[config.mk]
export PLATFORM = sky130hd
export DESIGN_NAME = simon_game
export DESIGN_NICKNAME = d
export VERILOG_FILES = /design/src/logic/game_pkg.sv /design/src/logic/sequence_store.sv /design/src/logic/tone_generator.sv /design/src/logic/game_control.sv /design/src/logic/simon_game.sv
export SDC_FILE = /design/constraint.sdc
export NUM_CORES = 1
export LEC_CHECK = 0
export ABC_AREA = 1
export BUFFER_PORTS_ARGS = -buffer_cell sky130_fd_sc_hd__buf_2
export CAP_MARGIN = 15
export CORE_UTILIZATION = 61
export CTS_CLUSTER_DIAMETER = 120
export DETAILED_ROUTE_END_ITERATION = 6
export GPL_TIMING_DRIVEN = 1
export PLACE_DENSITY = 0.78
export SYNTH_ARGS = -nofsm -noshare
export SYNTH_HDL_FRONTEND = slang
export SYNTH_SLANG_ARGS = --single-unit
[constraint.sdc]
create_clock -name clock -period 2.35 [get_ports clock]
set_input_delay 0.47 -clock clock [delete_from_list [all_inputs] [get_ports clock]]
set_output_delay 0.47 -clock clock [all_outputs]
set_load 0.02 [all_outputs]
[src/logic/game_pkg.sv]
`default_nettype none

package game_pkg;

   // colors, also the lamp and key index
   localparam int color_w    = 2;
   localparam int num_colors = 4;
   localparam logic [color_w-1:0] color_red    = 2'd0;
   localparam logic [color_w-1:0] color_green  = 2'd1;
   localparam logic [color_w-1:0] color_yellow = 2'd2;
   localparam logic [color_w-1:0] color_blue   = 2'd3;

   // sequence memory, one entry per round
   localparam int addr_w    = 5;
   localparam int seq_depth = 32;

   // step timing in clock cycles
   localparam int timer_w   = 6;
   localparam int count_seq = 33;
   localparam int dec_seq   = 1;
   localparam int count_key = 33;

   // speaker half-period is threshold + 2
   localparam int tone_error  = 1;
   localparam int tone_red    = 2;
   localparam int tone_green  = 3;
   localparam int tone_yellow = 4;
   localparam int tone_blue   = 5;
   localparam int tone_win    = 6;
   localparam int tone_cnt_w  = 3;

   localparam int code_w = color_w + 1;
   localparam logic [code_w-1:0] code_win  = 3'd4;
   localparam logic [code_w-1:0] code_loss = 3'd5;

   // color view for lamp tones, code view for win and loss
   typedef union packed {
      struct packed {
         logic               pad;
         logic [color_w-1:0] color;
      } col;
      logic [code_w-1:0] code;
   } tone_code_t;

   // controller states
   localparam int state_w = 5;
   localparam logic [state_w-1:0] st_idle      = 5'd0;
   localparam logic [state_w-1:0] st_append    = 5'd1;
   localparam logic [state_w-1:0] st_show_addr = 5'd2;
   localparam logic [state_w-1:0] st_show_wait = 5'd3;
   localparam logic [state_w-1:0] st_show_on   = 5'd4;
   localparam logic [state_w-1:0] st_show_hold = 5'd5;
   localparam logic [state_w-1:0] st_show_gap  = 5'd6;
   localparam logic [state_w-1:0] st_key_addr  = 5'd7;
   localparam logic [state_w-1:0] st_key_wait  = 5'd8;
   localparam logic [state_w-1:0] st_key_poll  = 5'd9;
   localparam logic [state_w-1:0] st_key_lamp  = 5'd10;
   localparam logic [state_w-1:0] st_key_hold  = 5'd11;
   localparam logic [state_w-1:0] st_key_gap   = 5'd12;
   localparam logic [state_w-1:0] st_err_lamp  = 5'd13;
   localparam logic [state_w-1:0] st_err_hold  = 5'd14;
   localparam logic [state_w-1:0] st_win       = 5'd15;
   localparam logic [state_w-1:0] st_loss      = 5'd16;

endpackage

`default_nettype wire

[src/logic/sequence_store.sv]
`timescale 1ns/1ps
`default_nettype none

module sequence_store (
   input  logic                         clock,
   input  logic                         reset,
   input  logic                         wr,
   input  logic [game_pkg::addr_w-1:0]  addr,
   output logic [game_pkg::color_w-1:0] color_now,
   output logic [game_pkg::color_w-1:0] read_color
);
   import game_pkg::*;

   logic [color_w-1:0] mem [seq_depth];

   // free-running color source, wraps through all four colors
   always_ff @(posedge clock)
   begin
      if (reset)
         color_now <= '0;
      else
         color_now <= color_now + 1'b1;
   end

   // read data lags the address by one cycle
   always_ff @(posedge clock)
   begin
      if (reset)
      begin
         read_color <= '0;
         for (int i = 0; i < seq_depth; i++)
            mem[i] <= '0;
      end
      else
      begin
         read_color <= mem[addr];
         if (wr)
            mem[addr] <= color_now;
      end
   end

   // controller must always present a defined address
   addr_known: assert property (@(posedge clock) disable iff (reset)
      !$isunknown(addr));

endmodule

`default_nettype wire

[src/logic/tone_generator.sv]
`timescale 1ns/1ps
`default_nettype none

module tone_generator (
   input  logic                 clock,
   input  logic                 reset,
   input  logic                 play,
   input  game_pkg::tone_code_t tone,
   output logic                 speaker
);
   import game_pkg::*;

   logic [tone_cnt_w-1:0] count;
   logic [tone_cnt_w-1:0] threshold;
   logic                  known;
   logic                  level;

   // event code to half-period threshold
   always_comb
   begin
      known     = 1'b1;
      threshold = '0;
      case (tone.code)
         {1'b0, color_red}:    threshold = tone_cnt_w'(tone_red);
         {1'b0, color_green}:  threshold = tone_cnt_w'(tone_green);
         {1'b0, color_yellow}: threshold = tone_cnt_w'(tone_yellow);
         {1'b0, color_blue}:   threshold = tone_cnt_w'(tone_blue);
         code_win:             threshold = tone_cnt_w'(tone_win);
         code_loss:            threshold = tone_cnt_w'(tone_error);
         default:              known = 1'b0;
      endcase
   end

   always_ff @(posedge clock)
   begin
      if (reset)
      begin
         count <= '0;
         level <= 1'b0;
      end
      else if (!play)
      begin
         count <= '0;
         level <= 1'b0;
      end
      else if (!known)
         count <= '0;
      else if (count > threshold)
      begin
         // count ran 0..threshold+1, so threshold+2 cycles per half wave
         count <= '0;
         level <= ~level;
      end
      else
         count <= count + 1'b1;
   end

   assign speaker = level;

   // silence follows play falling within one cycle
   quiet_when_off: assert property (@(posedge clock) disable iff (reset)
      !$past(play) |-> !speaker);

endmodule

`default_nettype wire

[src/logic/game_control.sv]
`timescale 1ns/1ps
`default_nettype none

module game_control (
   input  logic                            clock,
   input  logic                            reset,
   input  logic                            start,
   input  logic [game_pkg::num_colors-1:0] key,
   input  logic [game_pkg::color_w-1:0]    read_color,
   output logic                            wr,
   output logic [game_pkg::addr_w-1:0]     addr,
   output logic                            play,
   output game_pkg::tone_code_t            tone,
   output logic [game_pkg::num_colors-1:0] lamp,
   output logic                            nloss
);
   import game_pkg::*;

   logic [state_w-1:0] state;
   logic [timer_w-1:0] timer;
   logic [timer_w-1:0] show_time;
   logic [addr_w-1:0]  len;
   logic [addr_w-1:0]  scan;
   logic [color_w-1:0] ind;
   logic               key_hit;
   logic [color_w-1:0] key_color;

   function automatic logic [num_colors-1:0] lamp_of(input logic [color_w-1:0] c);
      lamp_of    = '0;
      lamp_of[c] = 1'b1;
   endfunction

   // lowest-numbered pressed key wins
   always_comb
   begin
      key_hit   = 1'b0;
      key_color = '0;
      for (int i = num_colors - 1; i >= 0; i--)
      begin
         if (key[i])
         begin
            key_hit   = 1'b1;
            key_color = color_w'(i);
         end
      end
   end

   always_ff @(posedge clock)
   begin
      if (reset)
      begin
         state     <= st_idle;
         timer     <= '0;
         show_time <= '0;
         len       <= '0;
         scan      <= '0;
         ind       <= '0;
         wr        <= 1'b0;
         addr      <= '0;
         play      <= 1'b0;
         tone      <= '0;
         lamp      <= '0;
         nloss     <= 1'b0;
      end
      else if (start)
      begin
         // clear phase, held while start stays high
         lamp      <= '0;
         nloss     <= 1'b0;
         play      <= 1'b0;
         wr        <= 1'b0;
         len       <= '0;
         show_time <= timer_w'(count_seq);
         state     <= st_append;
      end
      else
      begin
         case (state)
            st_append:
            begin
               // store takes color_now at the length pointer
               scan  <= '0;
               wr    <= 1'b1;
               addr  <= len;
               state <= st_show_addr;
            end
            st_show_addr:
            begin
               wr    <= 1'b0;
               addr  <= scan;
               state <= st_show_wait;
            end
            st_show_wait:
               state <= st_show_on;
            st_show_on:
            begin
               lamp           <= lamp_of(read_color);
               play           <= 1'b1;
               tone.col.pad   <= 1'b0;
               tone.col.color <= read_color;
               timer          <= show_time;
               state          <= st_show_hold;
            end
            st_show_hold:
            begin
               if (timer == '0)
               begin
                  lamp  <= '0;
                  play  <= 1'b0;
                  timer <= show_time;
                  state <= st_show_gap;
               end
               else
                  timer <= timer - 1'b1;
            end
            st_show_gap:
            begin
               if (timer != '0)
                  timer <= timer - 1'b1;
               else if (scan != len)
               begin
                  scan  <= scan + 1'b1;
                  state <= st_show_addr;
               end
               else
               begin
                  scan  <= '0;
                  state <= st_key_addr;
               end
            end
            st_key_addr:
            begin
               timer <= timer_w'(count_key);
               addr  <= scan;
               state <= st_key_wait;
            end
            st_key_wait:
               state <= st_key_poll;
            st_key_poll:
            begin
               if (timer == '0)
               begin
                  // timeout, the expected color stays lit
                  nloss     <= 1'b1;
                  lamp      <= lamp_of(read_color);
                  play      <= 1'b1;
                  tone.code <= code_loss;
                  state     <= st_loss;
               end
               else if (key_hit)
               begin
                  ind            <= key_color;
                  play           <= 1'b1;
                  tone.col.pad   <= 1'b0;
                  tone.col.color <= key_color;
                  timer          <= show_time;
                  if (key_color == read_color)
                     state <= st_key_lamp;
                  else
                  begin
                     nloss <= 1'b1;
                     state <= st_err_lamp;
                  end
               end
               else
                  timer <= timer - 1'b1;
            end
            st_key_lamp:
            begin
               lamp  <= lamp_of(ind);
               state <= st_key_hold;
            end
            st_key_hold:
            begin
               if (timer == '0)
               begin
                  lamp  <= '0;
                  play  <= 1'b0;
                  timer <= show_time;
                  state <= st_key_gap;
               end
               else
                  timer <= timer - 1'b1;
            end
            st_key_gap:
            begin
               if (timer != '0)
                  timer <= timer - 1'b1;
               else if (scan != len)
               begin
                  scan  <= scan + 1'b1;
                  state <= st_key_addr;
               end
               else if (len != addr_w'(seq_depth - 1))
               begin
                  // next round is one step longer and a bit faster
                  len       <= len + 1'b1;
                  show_time <= show_time - timer_w'(dec_seq);
                  state     <= st_append;
               end
               else
               begin
                  lamp      <= '1;
                  play      <= 1'b1;
                  tone.code <= code_win;
                  state     <= st_win;
               end
            end
            st_err_lamp:
            begin
               lamp  <= lamp_of(ind);
               state <= st_err_hold;
            end
            st_err_hold:
            begin
               // pressed color for one show time, then the expected one
               if (timer == '0)
               begin
                  lamp      <= lamp_of(read_color);
                  tone.code <= code_loss;
                  state     <= st_loss;
               end
               else
                  timer <= timer - 1'b1;
            end
            st_idle, st_win, st_loss:
               // wait here for start
               state <= state;
            default:
               state <= st_idle;
         endcase
      end
   end

   lamp_single: assert property (@(posedge clock) disable iff (reset)
      (state != st_win) |-> $onehot0(lamp));

   nloss_held: assert property (@(posedge clock) disable iff (reset)
      $fell(nloss) |-> $past(start));

endmodule

`default_nettype wire

[src/logic/simon_game.sv]
`timescale 1ns/1ps
`default_nettype none

module simon_game (
   input  logic                            clock,
   input  logic                            reset,
   input  logic                            start,
   input  logic [game_pkg::num_colors-1:0] key,
   output logic [game_pkg::num_colors-1:0] lamp,
   output logic                            nloss,
   output logic                            speaker
);
   import game_pkg::*;

   logic               wr;
   logic [addr_w-1:0]  addr;
   logic [color_w-1:0] read_color;
   logic               play;
   tone_code_t         tone;

   // the store writes its own color source, so color_now stays internal
   sequence_store u_store (
      .clock      (clock),
      .reset      (reset),
      .wr         (wr),
      .addr       (addr),
      .color_now  (),
      .read_color (read_color)
   );

   game_control u_control (
      .clock      (clock),
      .reset      (reset),
      .start      (start),
      .key        (key),
      .read_color (read_color),
      .wr         (wr),
      .addr       (addr),
      .play       (play),
      .tone       (tone),
      .lamp       (lamp),
      .nloss      (nloss)
   );

   tone_generator u_tone (
      .clock   (clock),
      .reset   (reset),
      .play    (play),
      .tone    (tone),
      .speaker (speaker)
   );

endmodule

`default_nettype wire

==> results by group <==
Run status
  – Status: finished, final reports clean

STA
  – Max_slew headroom: slightly below 30%
  – RSZ-0062 raised after global routing: false
  – Final min period: about 2.0 ns
  – Final Hold Fails: 0
  – Setup_tns: 0 ns
  – Max Fclk: roughly 500 MHz
  – Slew Limit Fails: 0
  – Fin crit share: between 80% and 90%
  – Actual slew at the worst max-slew pin: around 1.1 ns
  – Final setup viols: 0
  – Clock skew: between 0.008 and 0.009 ns

Power and ir drop
  – Reg power frac: ~45%
  – Int Power: roughly 3.7 mW
  – Clock share of power: 48.1%
  – Sw power: between 1 and 1.5 mW
  – VDD IR max: 457 uV
  – Cell Pwr Density: 665 mW/mm2
  – Tot Pwr: about 4.9 mW
  – Sw frac: between 20% and 30%
  – Leakage: between 3 and 4 nW
  – Logic pwr share: 6.9%

Layout
  – Antenna cells: 0
  – Nets: 907
  – Area growth from synthesis to layout: 12.0%
  – Share of cells above drive strength 1: between 10% and 20%
  – Post-Layout Cell Count: roughly 1000

Logic synthesis
  – Synth Cell Area: between 0.006 and 0.007 mm2
  – Register area share after synthesis: 44.7%
  – Yosys cell types: 42
  – Mapped Avg Cell Area: 7.65 um2
  – Ys Warns: 0
  – Compound-Gate Fraction of Synth Area: roughly 11%
  – Post-synthesis register bit count: between 100 and 150
  – Post-synthesis simple-gate area fraction: a little over a third
  – Syn_nets: slightly below 900
  – XOR/XNOR Fraction of Synth Area: under 10%
  – Mapped Cells: approximately 870
  – Adder-cell share of the synthesized area: 1.70%
  – Multiplexer area fraction after synthesis: 0%
  – Largest family of logic cells by synthesized area: simple AND/OR/NAND/NOR gates

Clock network
  – Post-CTS sizing: 0
  – CTS buffer count: 17
  – Bufs on Longest Clock Path: 2
  – Post-CTS Hold Buffers: 0
  – Clock-pin transition on the worst setup and hold timing paths: ~0.060 ns
  – Clock H-tree levels: 4
  – Clock sinks: around 120
  – Post-CTS setup buffer count: 0
  – Skew-Pair Late Insertion Delay: about 0.52 ns
  – Clock Root Buffer: clkbuf_8
  – CTS tree: yes

GRT
  – Most Used Layer, Global Route: met2
  – GR Util met3: 6.25%
  – Vias in the first global route: roughly 5800
  – Grt ovf: 0
  – GRT Overall Usage: between 30% and 40%
  – First-pass GRT wire length: 26.9 mm
  – Initial antenna violation count: 0
  – Met2 Resource Use GR: approximately half
  – Pin count of the biggest net entering global routing: between 40 and 50
  – Met1 GRT Util: roughly two fifths

Routing
  – DR vias/cell: 5.72
  – Drc violations: 0
  – Total number of vias: 5949
  – Final antenna-violating net count: 0
  – Final wirelength: between 15 and 20 mm
  – DRT iter0 DRCs: 424
  – Drt wl/cell: about 16 um
  – Pre-Repair DR Iteration Count: 5

Critical path
  – Slack of the worst reg-to-reg path: 0.35 ns
  – Worst Reg-to-Reg Cells: 12
  – CP arrival: roughly 2.5 ns
  – CP Launch Type: flop
  – R2r endpoint: u_control.state[3]
  – Setup crit end: u_control.state[3]
  – Worst reg2reg path startpoint: u_control.timer[0]
  – Crit end category: flop
  – Critical path peak fanout: 19
  – Worst setup path start: u_control.timer[0]
  – WP data required: around 2.8 ns
  – Worst setup path category: reg -> reg

Run
  – Total of max-cap violations: 0

Placement
  – Placed wire-length estimate: approximately 12 mm
  – Cells after DPL: between 1000 and 1500
  – Placer Congestion: about 0.90
  – Port bufs: 12

Floorplanning
  – Die H: ~110 um
  – Core area: ~0.010 mm2
  – Initial core utilization: 63.7%
  – Die W: about 110 um
  – Std-Cell Rows: 37
  – Die area: 0.0113 mm2
  – Number of I/O pins: 13

Worst hold path
  – HP Class: in -> reg
[routing by layer]
| metal | wire (um) | vias to the layer above |
|---|---|---|
| li1 | - | 2918 |
| met1 | 6910 | 2769 |
| met2 | 7810 | 220 |
| met3 | 1110 | 42 |
| met4 | 391 | 0 |
| met5 | 0 | - |
[worst min path at each step]
stage / from / to / slack (ns) / cells past startpoint
detailed placement: u_store.color_now[0] / u_store.color_now[0] / 0.41 / 1
finish: key[0] / u_control.ind[0] / 0.31 / 4
global route: key[0] / u_control.ind[0] / 0.33 / 4
CTS: key[0] / u_control.ind[0] / 0.30 / 4
floorplan: u_store.color_now[0] / u_store.color_now[0] / 0.39 / 1
global placement: u_store.color_now[0] / u_store.color_now[0] / 0.40 / 1
[power groups by stage]
stage / Combinational [mW] / Clock, mW / Sequential (mW)
2_1_floorplan: 0.244 / 0 / 2.25
3_3_place_gp: 0.321 / 0 / 2.26
3_5_place_dp: 0.331 / 0 / 2.27
4_1_cts: 0.334 / 2.39 / 2.22
5_1_grt: 0.377 / 2.49 / 2.23
6_report: 0.339 / 2.38 / 2.22
[synth_stat cells, drive strengths merged]
library cell | number | area share, %
inv | 75 | 4.2
o2bb2ai | 1 | 0.13
a21oi | 35 | 2.9
nand4 | 12 | 1.1
clkbuf | 13 | 0.74
a21boi | 5 | 0.57
xor2 | 7 | 0.92
xnor2 | 3 | 0.40
clkinv | 3 | 0.17
nand2 | 257 | 15
o32ai | 1 | 0.13
or2 | 1 | 0.094
a22oi | 32 | 3.6
nand3 | 53 | 5.1
dfxtp | 52 | 16
o22ai | 2 | 0.19
nand3b | 3 | 0.34
ha | 9 | 1.7
o21ai | 42 | 3.4
edfxtp | 64 | 29
buf | 11 | 0.94
nor2 | 159 | 11
nor3 | 24 | 2.0
a31oi | 1 | 0.094
nor3b | 2 | 0.38
[cells in the final DEF (no fill, tap or decap), types with 7 or more instances in the layout]
| cell | n |
|---|---|
| clkbuf_16 | 17 |
| ha_1 | 9 |
| inv_1 | 59 |
| a21oi_1 | 31 |
| xor2_1 | 7 |
| nand4_1 | 12 |
| buf_4 | 17 |
| dfxtp_1 | 52 |
| buf_2 | 12 |
| inv_2 | 16 |
| nand2_2 | 10 |
| a22oi_1 | 32 |
| edfxtp_1 | 64 |
| o21ai_1 | 11 |
| nand2_1 | 245 |
| nor3_1 | 22 |
| o21ai_0 | 29 |
| nand3_1 | 44 |
| nor2_2 | 11 |
| nor2_1 | 135 |
| nor2_4 | 12 |
[flip-flops by register name, indices dropped and copies added (netlist names), 2 cells and up]
signal / flops
u_store.mem: 64
u_control.timer: 6
u_control.show_time: 6
u_control.addr: 5
u_control.scan: 5
u_control.len: 5
u_tone.count: 3
u_control.state: 5
u_control.lamp: 4
u_store.color_now: 2
u_control.ind: 2
u_control.tone: 3
u_store.read_color: 2
[layout make-up]
class / instances / area (um2)
tap: 136 / 170
inverter: 78 / 293
clock buffer: 20 / 457
timing repair buffer: 29 / 188
clock inverter: 12 / 92.6
sequential: 116 / 2960
fill: 834 / 2990
multi-input combinational: 649 / 3260
[cells by family (layout without fill, tap and decap cells)]
logic type / Yosys count / in the layout
and+or+nand+nor: 511 / 511
buffers and inverters: 102 / 139
adders and majority gates: 9 / 9
DFF: 116 / 116
xor gates and xnor gates: 10 / 10
AOI/OAI and AO/OA: 119 / 119
[worst max-delay path: stages (launching register included)]
cell	delay, ns
dfxtp_1	0.33
inv_1	0.10
ha_1	0.19
inv_1	0.07
nor2_2	0.15
nand3_4	0.25
nand3_1	0.19
inv_1	0.05
nor2_1	0.18
o21ai_4	0.11
inv_2	0.09
nand2_1	0.06
a21oi_1	0.13
[stage by stage]
step	area, um2	setup WS [ns]	hold WS, ns	utilization [%]
6_report	7430	0.349	0.312	71.3
5_1_grt	7430	0.153	0.334	71.3
4_1_cts	7430	0.356	0.295	71.3
3_5_place_dp	6880	0.373	0.407	66.0
3_3_place_gp	6880	0.489	0.402	66.0
2_1_floorplan	6630	0.698	0.389	-
Note: power is estimated with default switching activity, not from simulation.
